[config.mk]
export PLATFORM = sky130hd
export DESIGN_NAME = btb_arbiter_flat
export DESIGN_NICKNAME = d
export VERILOG_FILES = /design/src/btb_pkg.sv /design/src/btb_port_if.sv /design/src/btb_arbiter.sv /design/src/flat_wrapper.sv
export SDC_FILE = /design/constraint.sdc
export NUM_CORES = 1
export LEC_CHECK = 0
export BUFFER_PORTS_ARGS = -buffer_cell sky130_fd_sc_hd__buf_2
export CAP_MARGIN = 15
export CORE_AREA = 2 2 268 270
export DETAILED_ROUTE_END_ITERATION = 10
export DIE_AREA = 0 0 270 272
export SLEW_MARGIN = 20
export SYNTH_ARGS = -nofsm -noshare
export SYNTH_HDL_FRONTEND = slang
export SYNTH_SLANG_ARGS = --single-unit
[constraint.sdc]
create_clock -name vclk -period 3.3
set_input_delay 0.66 -clock vclk [all_inputs]
set_output_delay 0.66 -clock vclk [all_outputs]
set_load 0.01 [all_outputs]
[src/btb_pkg.sv]
package btb_pkg;

    // address path widths
    localparam int addr_w = 32;           // eip, fip and target width
    localparam int index_w = 6;           // eip[5:0] selects the line
    localparam int tag_w = addr_w - index_w; // eip[31:6], 26 bits

    // storage sizes
    localparam int btb_lines = 1 << index_w; // 64 lines, direct mapped
    localparam int queue_depth = 4;          // pending writeback updates

    // update queue pointer and count widths
    localparam int qptr_w = $clog2(queue_depth);     // head/tail pointer
    localparam int qcnt_w = $clog2(queue_depth + 1); // occupancy 0..4

    // owner of the single array port in the current cycle
    typedef enum logic [1:0] {
        grant_none,   // port idle
        grant_lookup, // fetch side reads the indexed line
        grant_update  // writeback side writes the indexed line
    } grant_e;

endpackage

[src/btb_port_if.sv]
interface btb_port_if import btb_pkg::*; ();

    // requester side
    logic              req;     // level, held while access is wanted
    logic              we;      // write request when set
    logic [index_w-1:0] index;
    logic [tag_w-1:0]   tag;
    logic [addr_w-1:0]  wtarget;
    logic [addr_w-1:0]  wfip_e;
    logic [addr_w-1:0]  wfip_o;

    // arbiter side, valid in the same cycle as gnt
    logic              gnt;
    logic              hit;
    logic [addr_w-1:0]  rtarget;
    logic [addr_w-1:0]  rfip_e;
    logic [addr_w-1:0]  rfip_o;

    modport requester (
        output req, we, index, tag, wtarget, wfip_e, wfip_o,
        input  gnt, hit, rtarget, rfip_e, rfip_o
    );

    modport arbiter (
        input  req, we, index, tag, wtarget, wfip_e, wfip_o,
        output gnt, hit, rtarget, rfip_e, rfip_o
    );

endinterface

[src/btb_arbiter.sv]
module btb_arbiter import btb_pkg::*; (
    btb_port_if.arbiter        lookup,   // fetch side reads
    btb_port_if.arbiter        update,   // writeback side writes
    input  logic               full,     // update queue cannot take more
    output grant_e             grant,
    output logic [index_w-1:0] index,
    output logic [tag_w-1:0]   tag,
    output logic [addr_w-1:0]  wtarget,
    output logic [addr_w-1:0]  wfip_e,
    output logic [addr_w-1:0]  wfip_o,
    input  logic               hit,
    input  logic [addr_w-1:0]  rtarget,
    input  logic [addr_w-1:0]  rfip_e,
    input  logic [addr_w-1:0]  rfip_o
);

    logic lookup_rd;
    logic update_wr;

    assign lookup_rd = lookup.req && !lookup.we;
    assign update_wr = update.req && update.we;

    // fetch goes first unless a full queue must drain
    always_comb begin
        if (full && update_wr) begin
            grant = grant_update;
        end else if (lookup_rd) begin
            grant = grant_lookup;
        end else if (update_wr) begin
            grant = grant_update;
        end else begin
            grant = grant_none;
        end
    end

    // winner's fields go to the array
    always_comb begin
        index   = '0;
        tag     = '0;
        wtarget = '0;
        wfip_e  = '0;
        wfip_o  = '0;
        case (grant)
            grant_lookup: begin
                index   = lookup.index;
                tag     = lookup.tag;
                wtarget = lookup.wtarget;
                wfip_e  = lookup.wfip_e;
                wfip_o  = lookup.wfip_o;
            end
            grant_update: begin
                index   = update.index;
                tag     = update.tag;
                wtarget = update.wtarget;
                wfip_e  = update.wfip_e;
                wfip_o  = update.wfip_o;
            end
            default: ;
        endcase
    end

    // read results only go back to the owner
    assign lookup.gnt     = (grant == grant_lookup);
    assign lookup.hit     = lookup.gnt && hit;
    assign lookup.rtarget = lookup.gnt ? rtarget : '0;
    assign lookup.rfip_e  = lookup.gnt ? rfip_e : '0;
    assign lookup.rfip_o  = lookup.gnt ? rfip_o : '0;

    assign update.gnt     = (grant == grant_update);
    assign update.hit     = update.gnt && hit;
    assign update.rtarget = update.gnt ? rtarget : '0;
    assign update.rfip_e  = update.gnt ? rfip_e : '0;
    assign update.rfip_o  = update.gnt ? rfip_o : '0;

    // the port never idles while a requester is waiting
    always_comb begin
        if (lookup.req || update.req) begin
            assert (grant != grant_none)
                else $error("btb_arbiter: request left without a grant");
        end
    end

endmodule

[src/flat_wrapper.sv]
// flat-port wrapper written by rule: the top's interface ports become plain ports
module btb_arbiter_flat import btb_pkg::*;
  (full, grant, index, tag, wtarget, wfip_e, wfip_o, hit, rtarget, rfip_e, rfip_o, lookup_req, lookup_we, lookup_index, lookup_tag, lookup_wtarget, lookup_wfip_e, lookup_wfip_o, lookup_gnt, lookup_hit, lookup_rtarget, lookup_rfip_e, lookup_rfip_o, update_req, update_we, update_index, update_tag, update_wtarget, update_wfip_e, update_wfip_o, update_gnt, update_hit, update_rtarget, update_rfip_e, update_rfip_o);
  btb_port_if lookup_i ();
  btb_port_if update_i ();
  input  logic full;
  output grant_e grant;
  output logic [index_w-1:0] index;
  output logic [tag_w-1:0] tag;
  output logic [addr_w-1:0] wtarget;
  output logic [addr_w-1:0] wfip_e;
  output logic [addr_w-1:0] wfip_o;
  input  logic hit;
  input  logic [addr_w-1:0] rtarget;
  input  logic [addr_w-1:0] rfip_e;
  input  logic [addr_w-1:0] rfip_o;
  input wire logic [$bits(lookup_i.req)-1:0] lookup_req;
  input wire logic [$bits(lookup_i.we)-1:0] lookup_we;
  input wire logic [$bits(lookup_i.index)-1:0] lookup_index;
  input wire logic [$bits(lookup_i.tag)-1:0] lookup_tag;
  input wire logic [$bits(lookup_i.wtarget)-1:0] lookup_wtarget;
  input wire logic [$bits(lookup_i.wfip_e)-1:0] lookup_wfip_e;
  input wire logic [$bits(lookup_i.wfip_o)-1:0] lookup_wfip_o;
  output wire logic [$bits(lookup_i.gnt)-1:0] lookup_gnt;
  output wire logic [$bits(lookup_i.hit)-1:0] lookup_hit;
  output wire logic [$bits(lookup_i.rtarget)-1:0] lookup_rtarget;
  output wire logic [$bits(lookup_i.rfip_e)-1:0] lookup_rfip_e;
  output wire logic [$bits(lookup_i.rfip_o)-1:0] lookup_rfip_o;
  input wire logic [$bits(update_i.req)-1:0] update_req;
  input wire logic [$bits(update_i.we)-1:0] update_we;
  input wire logic [$bits(update_i.index)-1:0] update_index;
  input wire logic [$bits(update_i.tag)-1:0] update_tag;
  input wire logic [$bits(update_i.wtarget)-1:0] update_wtarget;
  input wire logic [$bits(update_i.wfip_e)-1:0] update_wfip_e;
  input wire logic [$bits(update_i.wfip_o)-1:0] update_wfip_o;
  output wire logic [$bits(update_i.gnt)-1:0] update_gnt;
  output wire logic [$bits(update_i.hit)-1:0] update_hit;
  output wire logic [$bits(update_i.rtarget)-1:0] update_rtarget;
  output wire logic [$bits(update_i.rfip_e)-1:0] update_rfip_e;
  output wire logic [$bits(update_i.rfip_o)-1:0] update_rfip_o;
  assign lookup_i.req = lookup_req;
  assign lookup_i.we = lookup_we;
  assign lookup_i.index = lookup_index;
  assign lookup_i.tag = lookup_tag;
  assign lookup_i.wtarget = lookup_wtarget;
  assign lookup_i.wfip_e = lookup_wfip_e;
  assign lookup_i.wfip_o = lookup_wfip_o;
  assign lookup_gnt = lookup_i.gnt;
  assign lookup_hit = lookup_i.hit;
  assign lookup_rtarget = lookup_i.rtarget;
  assign lookup_rfip_e = lookup_i.rfip_e;
  assign lookup_rfip_o = lookup_i.rfip_o;
  assign update_i.req = update_req;
  assign update_i.we = update_we;
  assign update_i.index = update_index;
  assign update_i.tag = update_tag;
  assign update_i.wtarget = update_wtarget;
  assign update_i.wfip_e = update_wfip_e;
  assign update_i.wfip_o = update_wfip_o;
  assign update_gnt = update_i.gnt;
  assign update_hit = update_i.hit;
  assign update_rtarget = update_i.rtarget;
  assign update_rfip_e = update_i.rfip_e;
  assign update_rfip_o = update_i.rfip_o;
  btb_arbiter u_core (.lookup(lookup_i), .update(update_i), .full(full), .grant(grant), .index(index), .tag(tag), .wtarget(wtarget), .wfip_e(wfip_e), .wfip_o(wfip_o), .hit(hit), .rtarget(rtarget), .rfip_e(rfip_e), .rfip_o(rfip_o));
endmodule
-- Word-level counts from Yosys, hierarchy flattened
Index checks and enable logic that the tools add are counted.
- eq/ne operators: 2
- reductions and logical operators: 6
- mux-type cells: 14
- operators by type and width (cell ; number):
    two-way mux 32 bit ; 6
    one-hot mux 32 bit (2 select lines) ; 3
    one-hot mux 26 bit (2 select lines) ; 1
    one-hot mux 6 bit (2 select lines) ; 1
    two-way mux 2 bit ; 3
    logical AND 1 bit ; 5
    == test 2 x 1 -> 1 bit, second input constant ; 1
    == test 2 bit, second input constant ; 1
    zero test 1 bit ; 1
- output and inout port bits: 326
- input bits: 358
- flip-flop bits (word level): 0

-- Logic depth before layout (Yosys ltp)
Gate-level depths: netlist (run 1).
- depth in word-level cells: 6
- gate-level depth with buffers: 8
- gate-level depth less buffers: 5

-- Worst setup path after synthesis (run 1)
OpenSTA, ideal clock, no wires.
- path type: input to output
- from: input port lookup_we
- to: output port wfip_e[22]
- arrival time: 2078 ps
- stages: 8
- path slack: 562 ps
- buffers on the path: 3
- path through: nand2b_1 > a31oi_1 > ha_1 > buf_6 > buf_6 > buf_6 > a22oi_1 > nor2_1
- cells in the longest elaborated chain, start to end: 6
- elaborated cells on any way between the ends: 7
- those cells by class: eq/ne: 2; mux: 3; reduce/logical: 2
- RTL lines (what ; RTL line ; text):
    from (decl) ; flat_wrapper.sv:18 ; input wire logic [$bits(lookup_i.we)-1:0] lookup_we;
    zero test 1 bit ; btb_arbiter.sv:20 ; assign lookup_rd = lookup.req && !lookup.we;
    logical AND 1 bit ; btb_arbiter.sv:20 ;
    two-way mux 2 bit ; btb_arbiter.sv:27 ; end else if (lookup_rd) begin
    two-way mux 2 bit ; btb_arbiter.sv:25 ; if (full && update_wr) begin
    net grant[0] ; flat_wrapper.sv:7 ; output grant_e grant;
    == test 2 x 1 -> 1 bit ; - ;
    net lookup_gnt ; flat_wrapper.sv:24 ; output wire logic [$bits(lookup_i.gnt)-1:0] lookup_gnt;
    one-hot mux 32 bit (2 select lines) ; btb_arbiter.sv:43 ; case (grant)
    to (decl) ; flat_wrapper.sv:11 ; output logic [addr_w-1:0] wfip_e;
The timed path passes the listed nets, and every way through them passes these cells.

-- Worst setup path in the final report (run 1)
- from: input port lookup_we
- to: output port wtarget[25]
- cells in the longest elaborated chain, start to end: 6
- elaborated cells on any way between the ends: 7
- those cells by class: eq/ne: 2; mux: 3; reduce/logical: 2
- RTL lines (what ; RTL line ; text):
    zero test 1 bit (*) ; btb_arbiter.sv:20 ;
    logical AND 1 bit (*) ; btb_arbiter.sv:20 ;
    two-way mux 2 bit (*) ; btb_arbiter.sv:27 ;
    two-way mux 2 bit (*) ; btb_arbiter.sv:25 ;
    == test 2 bit or == test 2 x 1 -> 1 bit (tied branches) ; btb_arbiter.sv:43 ;
    one-hot mux 32 bit (2 select lines) (*) ; btb_arbiter.sv:43 ;
    to (decl) ; flat_wrapper.sv:10 ; output logic [addr_w-1:0] wtarget;
Every way passes the cells marked *; elsewhere a longest branch is shown, timed or not.

==> results_dict.tcl, run 1 <==
set metrics [dict create \
    dieHeight_um 272 \
    drc_errors 0 \
    drtPass1Iterations 5 \
    netlist.area_leader.share_pct 36.49 \
    drtIter0Drc 287 \
    p_leak_nw 4.288 \
    rsz0062_at_grt "no" \
    hp-class "primary input to primary output" \
    vias_per_cell 3.086 \
    synth_cells 521 \
    worst_pin_slew_ps 449.1 \
    placed_cell_area_sq_um 7791 \
    grt_remaining_overflow 0 \
    post_cts_buffers 0 \
    grt_max_degree 75 \
    max_slew_margin_pct 70.06 \
    status "complete, no violations" \
    yosys_warnings 0 \
    grt_antenna_before_repair 34 \
    seq_area_sq_um 0 \
    final_util_pct 11.07 \
    grt_pass1_vias 6029 \
    dieArea_sq_um 73440 \
    ys_seq_area_share_pct 0 \
    start_kind "primary input" \
    arrival_ps 2460 \
    holdCritStartpoint "rfip_e[24]" \
    seq_cell_count 0 \
    fin_crit_ps 3124 \
    finalHoldViolCount 0 \
    final.setup.tns_ps 0 \
    ir_drop_mv 0.08662 \
    whs_ps 1620 \
    num_vias 6568 \
    fmax_mhz 320.1 \
    netlist_area_sq_um 3326 \
    powerDensity_nw_per_um2 114.8 \
    finalNetCount 1528 \
    yosysTopAreaCell "and2_1" \
    wl_per_cell_um 15.36 \
    dp_hpwl_um 28960 \
    std_cell_rows 98 \
    layout-drive-gt1-share_pct 63.61 \
    setup_viol 0 \
    numPortBuffers 684 \
    synthDistinctLibCells 17 \
    required_ps 2640 \
    final_cells 2128 \
    ant_nets 0 \
    end_kind "primary output" \
    gp_congestion 0.9191 \
    fp.dieW_um 270 \
    syn_nets 882 \
    syn_avg_cell_area_sq_um 6.383 \
    clkbuf_count 0 \
    io_pins 684 \
    final_cell_area_sq_um 7831 \
    crit_type "primary input to primary output" \
    crit_start "lookup_we" \
    crit_path_max_fanout 58 \
    dpl.cell_count 2115 \
    grt_pass1_wl_um 42400 \
    area_growth_pct 135.5 \
    routed_wl_um 32690 \
    synthTopCellsByArea "and2_1 (36%), a22oi_1 (22%), nor2_1 (14%)" \
    maxCapViolations 0 \
    start_util_pct 4.701 \
    fp.coreArea_sq_um 70750 \
    finalCritPeriodShare_pct 94.67 \
    grt_util_all_layers_pct 7.946 \
    finalMaxSlewViolations 0 \
]
cell usage in the layout (no fill, tap or decap):
cell type and count:
o211ai_1 1, buf_2 684, o211a_1 1, ha_4 3, buf_4 15, nor2_1 128, buf_12 7, buf_8 1
and2_1 194, diode_2 13, a31oi_1 1, a31o_2 1, a22oi_1 98, nand2b_1 1, a22oi_2 30
report_power, final:
part / internal (W) / switching, W
Sequential: 0 / 0
Combinational: 0.000411 / 0.000488
Clock: 0.000000000529 / 0
synth_stat cells:
cell and instances:
clkbuf_2 4, a22oi_2 30, o211ai_1 1, dlygate4sd1_1 1, a22oi_1 98, a31o_2 1, and2_1 194, ha_1 3
buf_4 1, clkbuf_1 12, buf_2 25, nor2_1 128, buf_6 15, o211a_1 1, a31oi_1 1, nand2b_1 1
clkbuf_8 5
cell type report:
| cell class | count | area [sq um] |
|---|---|---|
| fillers | 8305 | 62920 |
| multi-input cells | 458 | 2919 |
| well taps | 950 | 1189 |
| diodes | 13 | 32.53 |
| repair buffers | 707 | 3691 |
logic make-up after synthesis:
family / synth area share, %
and+or+nand+nor: 51.13
AOI/OAI and AO/OA: 34.39
buffers and inverters: 13.36
adders and majority gates: 1.129
through the flow:
step                      setup WS, ps  total power [W]
after floorplan                  561.5        0.0004067
after global placement          -149.4        0.0009082
after detailed placement        -214.3        0.0009087
after CTS                        68.23        0.0009133
after global routing             13.03        0.0009767
final                            175.9        0.0008991
worst max-delay path, cell delays in order:
cell      delay (ps)
buf_2            120
nand2b_1         200
o211a_1          310
ha_4             210
buf_12           160
buf_4            260
a22oi_1          240
nor2_1            60
buf_2            140
metal layers:
layer  wire, um  GRT usage, %  vias to the layer above
li1           -             -                     3075
met1      13030         9.293                     2894
met2      14450         13.12                      489
met3       3853         3.368                       78
met4       1164         2.471                       32
met5        197             0                        -
timing repair:
| item | CTS | global route |
|---|---|---|
| hold buffers | 0 | 0 |
| endpoints found under the setup margin | 2 | 0 |
| resized for setup | 2 | 0 |
worst paths after layout:
check                          endpoint  depth (start not counted)
worst max-delay path        wtarget[25]                          9
worst min-delay path  update_rfip_e[24]                          3
Power figures use the tool's default switching activity.
==> inputs of run 2 (changes only) <==
Settings changed: REMOVE_ABC_BUFFERS set to 1.
==> run 2 against run 1 <==
Effect of this change: maximum frequency increased by 3.3%; sequential share of layout area is the same; core utilization grew 0.19 points; critical path depth unchanged; power increased by 13%; final cell count increased by 0.38%; die area stayed put.
==> results_dict.tcl, run 2 (synthesized netlist as in run 1, its figures left out) <==
set metrics [dict create \
    fp.dieW_um 270 \
    finalCritPeriodShare_pct 91.68 \
    crit_type "primary input to primary output" \
    final_cell_mix "buf_2 (684), and2_1 (194), nor2_1 (128)" \
    required_ps 2640 \
    endpoint "wtarget[1]" \
    start_kind "primary input" \
    layout-drive-gt1-share_pct 63.73 \
    seq_area_sq_um 0 \
    crit_start "lookup_we" \
    fin_crit_ps 3025 \
    wl_per_cell_um 26.12 \
    routed_wl_um 55790 \
    final.setup.tns_ps 0 \
    maxCapViolations 0 \
    grt_pass1_wl_um 68740 \
    setup_viol 0 \
    end_kind "primary output" \
    std_cell_rows 98 \
    clkbuf_count 0 \
    hp-class "primary input to primary output" \
    finalMaxSlewViolations 0 \
    fp.coreArea_sq_um 70750 \
    vias_per_cell 3.224 \
    layout_commonest_cell "buf_2" \
    grt_util_all_layers_pct 14.33 \
    dp_hpwl_um 52150 \
    final_cell_area_sq_um 7964 \
    post_cts_buffers 0 \
    rsz0062_at_grt "no" \
    grt_pass1_vias 6393 \
    drtIter0Drc 307 \
    drtPass1Iterations 5 \
    powerDensity_nw_per_um2 127.0 \
    ir_drop_mv 0.07098 \
    numPortBuffers 684 \
    num_vias 6887 \
    hold_buffers 0 \
    io_pins 684 \
    post_cts_resized 0 \
    crit_path_max_fanout 42 \
    start_util_pct 4.701 \
    grt_max_degree 65 \
    dieHeight_um 272 \
    whs_ps 1623 \
    area_growth_pct 139.5 \
    holdCritStartpoint "rfip_o[2]" \
    seq_cell_count 0 \
    ant_nets 0 \
    dieArea_sq_um 73440 \
    grt_antenna_before_repair 60 \
    fmax_mhz 330.5 \
    finalNetCount 1532 \
    grt_remaining_overflow 0 \
    status "complete, no violations" \
    p_leak_nw 4.336 \
    arrival_ps 2370 \
    drc_errors 0 \
    finalHoldViolCount 0 \
    worst_pin_slew_ps 412.2 \
    max_slew_margin_pct 72.52 \
    gp_congestion 0.8862 \
    placed_cell_area_sq_um 7921 \
]
run 2: cell count changes in the layout (fill, tap and decap cells not counted), sizes merged:
cell,before,now
diode,13,17
buf,707,711
run 2: metal layers:
| layer | global-route usage (%) | wire, um |
|---|---|---|
| met1 | 17.19 | 22830 |
| met2 | 23.13 | 24380 |
| met3 | 7.502 | 7141 |
| met4 | 2.076 | 1122 |
| met5 | 0 | 321 |
run 2: report_power, final:
part	internal [W]	leakage [nW]	switching (W)	total (W)
Combinational	0.000428	4.34	0.000583	0.00101
Clock	0.000000000695	0.000108	0	0.000000000696
Sequential	0	0	0	0
Total	0.000428	4.34	0.000583	0.00101
run 2: final cells by class:
cell class                 count  area (sq um)
timing repair buffer         711          3814
tap                          950          1189
multi-input combinational    458          2919
fill                        8382         62790
antenna                       17         42.54
run 2: critical path, cell delays in order:
cell	delay [ps]
buf_2	90
nand2b_1	180
a31oi_1	330
ha_4	230
buf_12	220
buf_12	220
a22oi_1	90
nor2_1	120
buf_2	150
run 2: worst min-delay path by stage:
stage                             end  slack, ps  cells past startpoint
detailed placement  update_rtarget[8]       1620                      3
global route         update_rfip_o[2]       1640                      3
floorplan                    grant[0]       1440                      1
finish               update_rfip_o[2]       1620                      3
global placement    lookup_rfip_o[31]       1620                      3
CTS                 update_rtarget[8]       1620                      3
run 2: per-stage QoR:
step / instances / utilization [%] / setup WS (ps) / power [W]
floorplan: 458 / - / -2813 / 0.0003705
global placement: 2119 / 11.20 / 220.0 / 0.001032
detailed placement: 2119 / 11.20 / 180.7 / 0.001043
CTS: 2119 / 11.20 / 174.5 / 0.001046
global route: 2131 / 11.24 / 120.2 / 0.001107
finish: 2136 / 11.26 / 274.5 / 0.001011
