===== src/btb_pkg.sv =====
package btb_pkg;

    // address path widths
    localparam int addr_w = 32;           // eip, fip and target width
    localparam int index_w = 6;           // eip[5:0] selects the line
    localparam int tag_w = addr_w - index_w; // eip[31:6], 26 bits

    // storage sizes
    localparam int btb_lines = 1 << index_w; // 64 lines, direct mapped
    localparam int queue_depth = 4;          // pending writeback updates

    // update queue pointer and count widths
    localparam int qptr_w = $clog2(queue_depth);     // head/tail pointer
    localparam int qcnt_w = $clog2(queue_depth + 1); // occupancy 0..4

    // owner of the single array port in the current cycle
    typedef enum logic [1:0] {
        grant_none,   // port idle
        grant_lookup, // fetch side reads the indexed line
        grant_update  // writeback side writes the indexed line
    } grant_e;

endpackage


===== src/btb_port_if.sv =====
interface btb_port_if import btb_pkg::*; ();

    // requester side
    logic              req;     // level, held while access is wanted
    logic              we;      // write request when set
    logic [index_w-1:0] index;
    logic [tag_w-1:0]   tag;
    logic [addr_w-1:0]  wtarget;
    logic [addr_w-1:0]  wfip_e;
    logic [addr_w-1:0]  wfip_o;

    // arbiter side, valid in the same cycle as gnt
    logic              gnt;
    logic              hit;
    logic [addr_w-1:0]  rtarget;
    logic [addr_w-1:0]  rfip_e;
    logic [addr_w-1:0]  rfip_o;

    modport requester (
        output req, we, index, tag, wtarget, wfip_e, wfip_o,
        input  gnt, hit, rtarget, rfip_e, rfip_o
    );

    modport arbiter (
        input  req, we, index, tag, wtarget, wfip_e, wfip_o,
        output gnt, hit, rtarget, rfip_e, rfip_o
    );

endinterface


===== src/btb_update_queue.sv =====
module btb_update_queue import btb_pkg::*; (
    input  logic              clk,
    input  logic              arst_n,
    input  logic              flush,      // drops pending updates
    input  logic              wb_valid,   // resolved branch from writeback
    input  logic [addr_w-1:0] wb_eip,
    input  logic [addr_w-1:0] wb_target,
    input  logic [addr_w-1:0] wb_fip_e,
    input  logic [addr_w-1:0] wb_fip_o,
    btb_port_if.requester     port,
    output logic              full
);

    // entry storage
    logic [addr_w-1:0] eip_q    [queue_depth];
    logic [addr_w-1:0] target_q [queue_depth];
    logic [addr_w-1:0] fip_e_q  [queue_depth];
    logic [addr_w-1:0] fip_o_q  [queue_depth];

    logic [qptr_w-1:0] head;
    logic [qptr_w-1:0] tail;
    logic [qcnt_w-1:0] count;
    logic              empty;
    logic              push;
    logic              pop;

    assign empty = (count == '0);
    assign full  = (count == qcnt_w'(queue_depth));
    assign push  = wb_valid && !flush;
    assign pop   = port.gnt && !flush;

    // head entry is offered as a write while anything is queued
    assign port.req     = !empty;
    assign port.we      = 1'b1;
    assign port.index   = eip_q[head][index_w-1:0];
    assign port.tag     = eip_q[head][addr_w-1:index_w];
    assign port.wtarget = target_q[head];
    assign port.wfip_e  = fip_e_q[head];
    assign port.wfip_o  = fip_o_q[head];

    always_ff @(posedge clk) begin
        if (push) begin
            eip_q[tail]    <= wb_eip;
            target_q[tail] <= wb_target;
            fip_e_q[tail]  <= wb_fip_e;
            fip_o_q[tail]  <= wb_fip_o;
        end
    end

    always_ff @(posedge clk or negedge arst_n) begin
        if (!arst_n) begin
            head  <= '0;
            tail  <= '0;
            count <= '0;
        end else if (flush) begin
            head  <= '0;
            tail  <= '0;
            count <= '0;
        end else begin
            if (push) tail <= tail + qptr_w'(1);  // wraps at depth
            if (pop) head <= head + qptr_w'(1);
            case ({push, pop})
                2'b10:   count <= count + qcnt_w'(1);
                2'b01:   count <= count - qcnt_w'(1);
                default: count <= count;
            endcase
        end
    end

    // full queue gets the port, so a push always finds room
    a_no_overrun: assert property (@(posedge clk) disable iff (!arst_n)
        !(push && full && !pop))
        else $error("btb_update_queue: push while full without pop");

    a_no_underrun: assert property (@(posedge clk) disable iff (!arst_n)
        port.gnt |-> !empty)
        else $error("btb_update_queue: pop while empty");

endmodule


===== src/flat_wrapper.sv =====
// flat-port wrapper written by rule: the top's interface ports become plain ports
module btb_update_queue_flat import btb_pkg::*;
  (clk, arst_n, flush, wb_valid, wb_eip, wb_target, wb_fip_e, wb_fip_o, full, port_req, port_we, port_index, port_tag, port_wtarget, port_wfip_e, port_wfip_o, port_gnt, port_hit, port_rtarget, port_rfip_e, port_rfip_o);
  btb_port_if port_i ();
  input  logic clk;
  input  logic arst_n;
  input  logic flush;
  input  logic wb_valid;
  input  logic [addr_w-1:0] wb_eip;
  input  logic [addr_w-1:0] wb_target;
  input  logic [addr_w-1:0] wb_fip_e;
  input  logic [addr_w-1:0] wb_fip_o;
  output logic full;
  output wire logic [$bits(port_i.req)-1:0] port_req;
  output wire logic [$bits(port_i.we)-1:0] port_we;
  output wire logic [$bits(port_i.index)-1:0] port_index;
  output wire logic [$bits(port_i.tag)-1:0] port_tag;
  output wire logic [$bits(port_i.wtarget)-1:0] port_wtarget;
  output wire logic [$bits(port_i.wfip_e)-1:0] port_wfip_e;
  output wire logic [$bits(port_i.wfip_o)-1:0] port_wfip_o;
  input wire logic [$bits(port_i.gnt)-1:0] port_gnt;
  input wire logic [$bits(port_i.hit)-1:0] port_hit;
  input wire logic [$bits(port_i.rtarget)-1:0] port_rtarget;
  input wire logic [$bits(port_i.rfip_e)-1:0] port_rfip_e;
  input wire logic [$bits(port_i.rfip_o)-1:0] port_rfip_o;
  assign port_req = port_i.req;
  assign port_we = port_i.we;
  assign port_index = port_i.index;
  assign port_tag = port_i.tag;
  assign port_wtarget = port_i.wtarget;
  assign port_wfip_e = port_i.wfip_e;
  assign port_wfip_o = port_i.wfip_o;
  assign port_i.gnt = port_gnt;
  assign port_i.hit = port_hit;
  assign port_i.rtarget = port_rtarget;
  assign port_i.rfip_e = port_rfip_e;
  assign port_i.rfip_o = port_rfip_o;
  btb_update_queue u_core (.clk(clk), .arst_n(arst_n), .flush(flush), .wb_valid(wb_valid), .wb_eip(wb_eip), .wb_target(wb_target), .wb_fip_e(wb_fip_e), .wb_fip_o(wb_fip_o), .port(port_i), .full(full));
endmodule

===== config.mk =====
export PLATFORM = sky130hd
export DESIGN_NAME = btb_update_queue_flat
export DESIGN_NICKNAME = d
export VERILOG_FILES = /design/src/btb_pkg.sv /design/src/btb_port_if.sv /design/src/btb_update_queue.sv /design/src/flat_wrapper.sv
export SDC_FILE = /design/constraint.sdc
export NUM_CORES = 1
export LEC_CHECK = 0
export ABC_AREA = 1
export BUFFER_PORTS_ARGS = -buffer_cell sky130_fd_sc_hd__buf_2
export CAP_MARGIN = 40
export CORE_UTILIZATION = 25
export CTS_CLUSTER_DIAMETER = 60
export DETAILED_ROUTE_END_ITERATION = 6
export PLACE_DENSITY = 0.41
export SLEW_MARGIN = 20
export SYNTH_ARGS = -nofsm -noshare
export SYNTH_HDL_FRONTEND = slang
export SYNTH_SLANG_ARGS = --single-unit

===== constraint.sdc =====
create_clock -name clk -period 6.1 [get_ports clk]
set_input_delay 0.61 -clock clk [delete_from_list [all_inputs] [get_ports clk]]
set_output_delay 0.61 -clock clk [all_outputs]
set_load 0.01 [all_outputs]

Word-level counts from Yosys, hierarchy flattened
Memory sizes are Yosys's and may differ from the RTL's.
Index checks and enable logic that the tools add are counted.

storage, ports and cells
  flip-flop bits (word level) = 7
  latch bits = 0
  memory bits (writable) = 512
  ROM bits = 0
  bits of input ports = 230
  output and inout bits = 131
  logic and storage cells = 30
  memories kept = 4

operators by class
  add/sub/neg operators = 4
  $mul = 0
  div/mod/pow operators = 0
  $lt $le $gt $ge = 0
  equality and inequality tests = 3
  shift-type cells = 0
  mux-type cells = 8
  bitwise logic cells = 0
  reductions and logical operators = 8

memory list
  memory           words  width  read ports  clocked after Yosys merged registers in  wr ports  line                    source
  u_core.eip_q     4      32     1           0                                        1         btb_update_queue.sv:15  logic [addr_w-1:0] eip_q [queue_depth];
  u_core.fip_e_q   4      32     1           0                                        1         btb_update_queue.sv:17  logic [addr_w-1:0] fip_e_q [queue_depth];
  u_core.fip_o_q   4      32     1           0                                        1         btb_update_queue.sv:18  logic [addr_w-1:0] fip_o_q [queue_depth];
  u_core.target_q  4      32     1           0                                        1         btb_update_queue.sv:16  logic [addr_w-1:0] target_q [queue_depth];

operators with widths
  operator                                          count
  two-way mux 2 bit                                 4
  case mux 3 bit (2 select lines)                   1
  adder 2 x 1 -> 2 bit, second input constant       2
  nonzero test 2 bit                                2
  adder 3 x 1 -> 3 bit, second input constant       1
  == test 3 bit, second input constant              1
  zero test 3 bit                                   1
  two-way mux 3 bit                                 1
  nonzero test 3 bit                                1
  subtractor 3 x 1 -> 3 bit, second input constant  1
  == test 2 x 1 -> 1 bit, second input constant     1
  == test 2 bit, second input constant              1
  logical AND 1 bit                                 2
  zero test 1 bit                                   2
  two-way mux 1 bit                                 2

Depth between registers and ports, before layout
Gate-level depths: netlist of run 1.

  depth in word-level cells = 5
  depth in mapped cells = 11
  depth with buffers taken out = 11

Worst setup path after synthesis of run 1
No wires, ideal clock.

  kind = input -> register
  start = in flush
  end = mem u_core.eip_q[0][0], enable pin
  setup time = 0.617 ns
  arrival time = 6.206 ns
  required time = 5.483 ns
  path slack = -0.723 ns
  stages on the path = 3
  path buffers = 0
  path through = inv_1 nand2_1 nor2_1

between the ends
  longest elaborated chain between the ends = 4

RTL lines
  item                                     line                    source
  from (decl)                              flat_wrapper.sv:7       input logic flush;
  zero test 1 bit                          btb_update_queue.sv:29  assign push = wb_valid && !flush;
  logical AND 1 bit                        btb_update_queue.sv:29
  two-way mux 1 bit                        btb_update_queue.sv:42  if (push) begin
  two-way mux 1 bit (not written as such)  btb_update_queue.sv:43  eip_q[tail] <= wb_eip;
  to (decl)                                btb_update_queue.sv:15

No other way between the ends.

Worst setup path in the final report of run 1
  start = reg u_core.head[0]
  end = out port_wfip_o[3]

between the ends
  longest elaborated chain between the ends = 1

RTL lines
  item                      line                    source
  from (decl)               btb_update_queue.sv:20  logic [qptr_w-1:0] head;
  from (signal assigned)    btb_update_queue.sv:61  if (pop) head <= head + qptr_w'(1);
  memory read (4 x 32 bit)  -
  to (decl)                 flat_wrapper.sv:20      output wire logic [$bits(port_i.wfip_o)-1:0] port_wfip_o;

No other way between the ends.

==> impl_metrics.py, run 1 <==
metrics = {
    "run_status": {
        "outcome": "complete, no violations",
    },
    "detailed_routing": {
        "detail_route.first_pass.iterations": 6,
        "detail_route.drc_violations": 0,
        "via_total_after_detailed_routing": 11500,
        "drt_wl_total_um": 49100,
        "detail_route.iter0.violations": 654,
        "wire_per_inst_um": 18.5,
        "residual_antenna_violating_net_count_after_detailed_routing": 0,
        "avgViaCountPerCell": 4.34,
    },
    "clock_network": {
        "postCtsHoldBufs": 1,
        "tritoncts_clock_tree": "done",
        "clk_path_buf_depth": 3,
        "cts_buffers": 61,
        "post-cts-setup-buffer-count": 0,
        "cts-root-buf": "clkbuf_16",
        "clkSlewWorstSetupHoldPaths_ps": 60,
        "clock_sinks": 519,
        "cts_resized": 0,
        "clock_insertion_delay_worst_skew_ps": 620,
        "cts-htree-levels": 2,
    },
    "placement": {
        "port_buffers": 262,
        "gp_congestion": 0.690,
        "detailedPlacementHpwl_um": 27200,
        "dpl_cell_area_mm2": 0.0218,
        "placed_cells": 2532,
    },
    "hold_path": {
        "min_path_type": "in2reg",
        "timing.hold.worst.start": "wb_eip[8]",
    },
    "synth": {
        "synth_area_leader_cell": "edfxtp_1",
        "synth_enable_flop_cells": 512,
        "synth_top_area_share_pct": 79.2,
        "synthDistinctLibCells": 21,
        "post_syn_area_mm2": 0.0194,
        "yosysMostFrequentCell": "edfxtp_1",
        "synth_async_sr_flop_share_pct": 1.35,
        "syn-mean-instance-area_um2": 14.9,
        "postSynthNetCount": 1538,
        "netlist_top_cells_count": "edfxtp_1, nor2_1, o21ai_0, o22ai_1, o21ai_1",
        "postSynth.topFlopCell": "edfxtp_1",
        "ys_ff_latch": 519,
        "ys_seq_area_share_pct": 80.1,
        "synthesis.instances": 1303,
        "yosysWarnings": 0,
        "ys_top_cells_by_area": "edfxtp_1, nor2_1, o22ai_1, o21ai_0, o21ai_1",
    },
    "timing": {
        "clock_skew_ps": 15.7,
        "final.setup.tns_ps": 0,
        "timing.final.hold_violations": 0,
        "rsz0062_at_grt": "false",
        "slew_viols_final": 0,
        "worst_slew_margin_rel_pct": 47.2,
        "final_min_period_over_clock_period_pct": 56.6,
        "min_period_ps": 3450,
        "tightest_slew_ps": 791,
        "timing.final.setup_violations": 0,
        "max_freq_mhz": 290,
    },
    "finish": {
        "final_cell_area_mm2": 0.0237,
        "fill_cells": 7638,
        "syn_to_final_growth_pct": 22.3,
        "layout.cells.non_filler": 2647,
        "post_route_cells_drive_above_1_share_pct": 23.4,
        "fin_nets": 1802,
        "utilization_pct": 31.1,
    },
    "floorplanning": {
        "boundaryPins": 361,
        "initial_core_util_pct": 25.4,
        "die_height_um": 281,
        "floorplan.die_area_mm2": 0.0788,
        "rows": 101,
        "fp.coreArea_mm2": 0.0765,
        "fp.dieW_um": 281,
    },
    "setup_path": {
        "regToRegSetupSlack_ps": 3760,
        "critPathRequiredTime_ps": 5490,
        "r2r_start": "u_core.tail[0]",
        "critical-path-max-stage-delay_ps": 820,
        "critical_path_buf_inv_count": 2,
        "crit_path_start_kind": "register",
        "timing.critical_path.from": "u_core.head[0]",
        "worst_ep_arrival_time_ps": 2840,
        "critPathKind": "reg2out",
        "crit_path_cell_trace": "buf_4 -> o21ai_0 -> o22ai_1 -> buf_2",
        "cp_slowest_cell": "dfrtp_4",
        "critical_path.top_delay_family": "buffers and inverters",
        "worstSetupEndpointType": "output pin",
        "crit_fanout": 72,
    },
    "grt": {
        "overflow": 0,
        "global_route_wire_length_before_repair_um": 72500,
        "grt_antenna_before_repair": 9,
        "grt_start_max_net_pins": 141,
        "gr-usage-all-layers_pct": 12.2,
        "grt_pass1_vias": 11613,
    },
    "power": {
        "power.density_mw_per_mm2": 340,
        "p_total_mw": 8.08,
        "peakVddDrop_v": 0.000265,
        "total_leakage_power_nw": 8.02,
    },
    "job": {
        "drv_cap": 0,
    },
}
-- through the flow --
stage / hold slack (ps) / setup WS, ps
floorplan: 314 / -723
global placement: 462 / 2840
detailed placement: 463 / 3020
CTS: 147 / 2560
global route: 157 / 2430
finish: 206 / 2650
-- placed cells by master, fill, tap and decap left out, drive strengths merged, types with 5 or more instances in the layout --
cell type  instances
edfxtp           512
buf              285
nor2             263
o21ai            261
o22ai            128
clkbuf            74
clkinv            28
inv               19
nand2             17
dfrtp              7
nand3              5
-- cells by family (layout without fill, tap and decap cells) --
family	count (synthesis)	in the layout	synth area share, %
AO/OA/AOI/OAI	391	391	10.9
XOR/XNOR	1	1	0.0451
buffers and inverters	100	413	3.04
AND/OR/NAND/NOR	286	286	5.57
flip-flops	519	519	80.1
other	1	2	0.0193
adder cells (fa/ha/maj)	5	5	0.361
-- path summary, 6_finish.rpt --
check,to,cells after the start
setup / recovery,port_wfip_o[3],4
hold / removal,u_core.eip_q[2][8],1
setup reg to reg,u_core.fip_o_q[3][8],4
hold reg to reg,u_core.tail[0],1
max in group asynchronous,u_core.head[1],2
min in group asynchronous,u_core.count[2],2
-- cell type report --
cell class | instances | area [µm²] | area share, %
well taps | 1030 | 1290 | 5.43
diodes | 1 | 2.50 | 0.0105
clock buffers | 74 | 1580 | 6.63
multi-input cells | 684 | 3310 | 13.9
inverters | 15 | 66.3 | 0.279
clock inverters | 38 | 285 | 1.20
flip-flops and latches | 519 | 15600 | 65.5
repair buffers | 286 | 1660 | 6.98
-- report_power, final --
| group | switching (mW) | internal (mW) |
|---|---|---|
| Clock | 1.43 | 1.92 |
| Combinational | 0.452 | 0.225 |
| Sequential | 0.0304 | 4.02 |
-- layer usage --
layer / up-vias / routed length [µm] / track usage [%]
met4: 16 / 901 / 3.08
met2: 219 / 24100 / 21.0
li1: 5483 / - / -
met3: 79 / 2820 / 3.60
met1: 5703 / 21200 / 14.9
met5: - / 105 / 0
-- state kept, by name, indices dropped and copies added (netlist names) --
signal / cells
u_core.count: 3
u_core.eip_q: 128
u_core.fip_e_q: 128
u_core.fip_o_q: 128
u_core.head: 2
u_core.tail: 2
u_core.target_q: 128
Power figures use the tool's default switching activity.
==> run 2: changes to the inputs <==
Settings changed: PLACE_DENSITY 0.41 to 0.39.
Clock period 6.1 ns to 3.2 ns, I/O delays scaled along.
==> impl_metrics.py, run 2 (synthesized netlist as in run 1, its figures left out) <==
metrics = {
    "floorplanning": {
        "initial_core_util_pct": 25.4,
        "fp.dieW_um": 281,
        "rows": 101,
        "fp.coreArea_mm2": 0.0765,
        "floorplan.die_area_mm2": 0.0788,
        "die_height_um": 281,
        "boundaryPins": 361,
    },
    "clock_network": {
        "post-cts-setup-buffer-count": 0,
        "cts-root-buf": "clkbuf_16",
        "clock_insertion_delay_worst_skew_ps": 590,
        "cts_buffers": 69,
        "cts-htree-levels": 3,
        "cts_resized": 0,
        "clk_path_buf_depth": 3,
        "tritoncts_clock_tree": "done",
        "postCtsHoldBufs": 132,
        "clkSlewWorstSetupHoldPaths_ps": 60,
        "clock_sinks": 519,
    },
    "setup_path": {
        "crit_path_start_kind": "register",
        "critical_path_buf_inv_count": 3,
        "worstSetupEndpointType": "output pin",
        "critPathKind": "reg2out",
        "crit_fanout": 72,
        "critical_path.top_delay_family": "buffers and inverters",
        "crit_path_cell_trace": "inv_8 -> buf_12 -> nor2_1 -> o22ai_1 -> buf_2",
        "regToRegSetupSlack_ps": 1270,
        "cp_slowest_cell": "dfrtp_4",
        "r2r.worst_path.cells": 5,
        "critPathRequiredTime_ps": 2880,
        "regToRegEndpoint": "u_core.fip_e_q[2][1]",
        "r2r_start": "u_core.tail[0]",
        "critical-path-max-stage-delay_ps": 600,
        "worst_ep_arrival_time_ps": 2450,
    },
    "finish": {
        "fin_nets": 1950,
        "fill_cells": 7602,
        "final_cell_area_mm2": 0.0254,
        "post_route_cells_drive_above_1_share_pct": 22.6,
        "syn_to_final_growth_pct": 31.0,
        "mostFrequentLayoutCell": "edfxtp_1",
        "mostFrequentLayoutCells": "edfxtp_1, buf_2, nor2_1",
    },
    "placement": {
        "dpl_cell_area_mm2": 0.0220,
        "gp_congestion": 0.716,
        "detailedPlacementHpwl_um": 27800,
        "dpl_worst_slack_ps": 988,
        "port_buffers": 262,
    },
    "detailed_routing": {
        "via_total_after_detailed_routing": 12114,
        "drt_wl_total_um": 50500,
        "detail_route.drc_violations": 0,
        "detail_route.iter0.violations": 584,
        "residual_antenna_violating_net_count_after_detailed_routing": 0,
        "avgViaCountPerCell": 4.33,
        "detail_route.first_pass.iterations": 5,
        "wire_per_inst_um": 18.1,
    },
    "timing": {
        "final_min_period_over_clock_period_pct": 86.7,
        "tightest_slew_ps": 743,
        "rsz0062_at_grt": "false",
        "timing.final.ws_setup_ps": 426,
        "timing.final.setup_violations": 0,
        "final.setup.tns_ps": 0,
        "fin_hold_ws_ps": 106,
        "max_freq_mhz": 360,
        "slew_viols_final": 0,
        "timing.final.hold_violations": 0,
        "worst_slew_margin_rel_pct": 50.5,
        "min_period_ps": 2770,
        "clock_skew_ps": 28.5,
    },
    "job": {
        "drv_cap": 0,
    },
    "power": {
        "cellInternalPower_mw": 12.4,
        "power.density_mw_per_mm2": 637,
        "p_total_mw": 16.2,
        "sw_frac_of_total_pct": 23.6,
        "total_leakage_power_nw": 8.73,
        "pwr-share-clk_pct": 43.4,
        "p_sw_mw": 3.82,
        "pwr-share-seq_pct": 47.6,
        "peakVddDrop_v": 0.000401,
        "combPwrFrac_pct": 9.0,
    },
    "run_status": {
        "outcome": "complete, no violations",
    },
    "grt": {
        "global_route_wire_length_before_repair_um": 75400,
        "overflow": 0,
        "grt_antenna_before_repair": 3,
        "gr-usage-all-layers_pct": 12.7,
        "grt_pass1_vias": 12276,
        "grt_start_max_net_pins": 127,
    },
    "hold_path": {
        "min_path_type": "in2async",
    },
}
[run 2: power by group through the flow]
stage	sequential (mW)	combinational [mW]	clock, mW
after floorplan	7.86	0.719	0
after detailed placement	7.86	1.36	0
after global routing	7.73	1.62	7.53
after global placement	7.85	1.36	0
after CTS	7.72	1.51	7.29
final	7.72	1.46	7.03
[run 2: per-stage QoR]
step | util, % | instances
4_1_cts | 33.3 | 2794
2_1_floorplan | - | 1303
6_report | 33.3 | 2795
3_5_place_dp | 28.8 | 2542
5_1_grt | 33.3 | 2795
3_3_place_gp | 28.8 | 2542
[run 2: per-layer routing]
metal | wire length [µm] | up-vias | track usage [%]
met5 | 18 | - | 0
met4 | 1390 | 4 | 4.64
met3 | 2600 | 88 | 3.11
met2 | 23600 | 245 | 20.2
met1 | 22900 | 6001 | 16.7
li1 | - | 5776 | -
[run 2: final cells by class]
| class | count | area, µm² | share of cell area, % |
|---|---|---|---|
| Antenna cell | 1 | 2.50 | 0.00984 |
| Clock buffer | 86 | 1790 | 7.04 |
| Clock inverter | 34 | 290 | 1.14 |
| Inverter | 15 | 66.3 | 0.261 |
| Multi-Input combinational cell | 684 | 3310 | 13.0 |
| Sequential cell | 519 | 15600 | 61.1 |
| Tap cell | 1030 | 1290 | 5.07 |
| Timing Repair Buffer | 426 | 3140 | 12.3 |
[run 2: how the worst max path moves through the flow]
stage / startpoint / end / slack (ps) / cells after the start
after CTS: u_core.head[0] / port_wfip_e[30] / 320 / 5
after floorplan: flush / u_core.eip_q[0][0] / -1220 / 3
after global routing: u_core.head[0] / port_wfip_e[11] / 230 / 5
after detailed placement: flush / u_core.fip_e_q[2][6] / 990 / 6
after global placement: flush / u_core.fip_e_q[0][2] / 990 / 5
final: u_core.head[0] / port_wfip_e[11] / 430 / 5
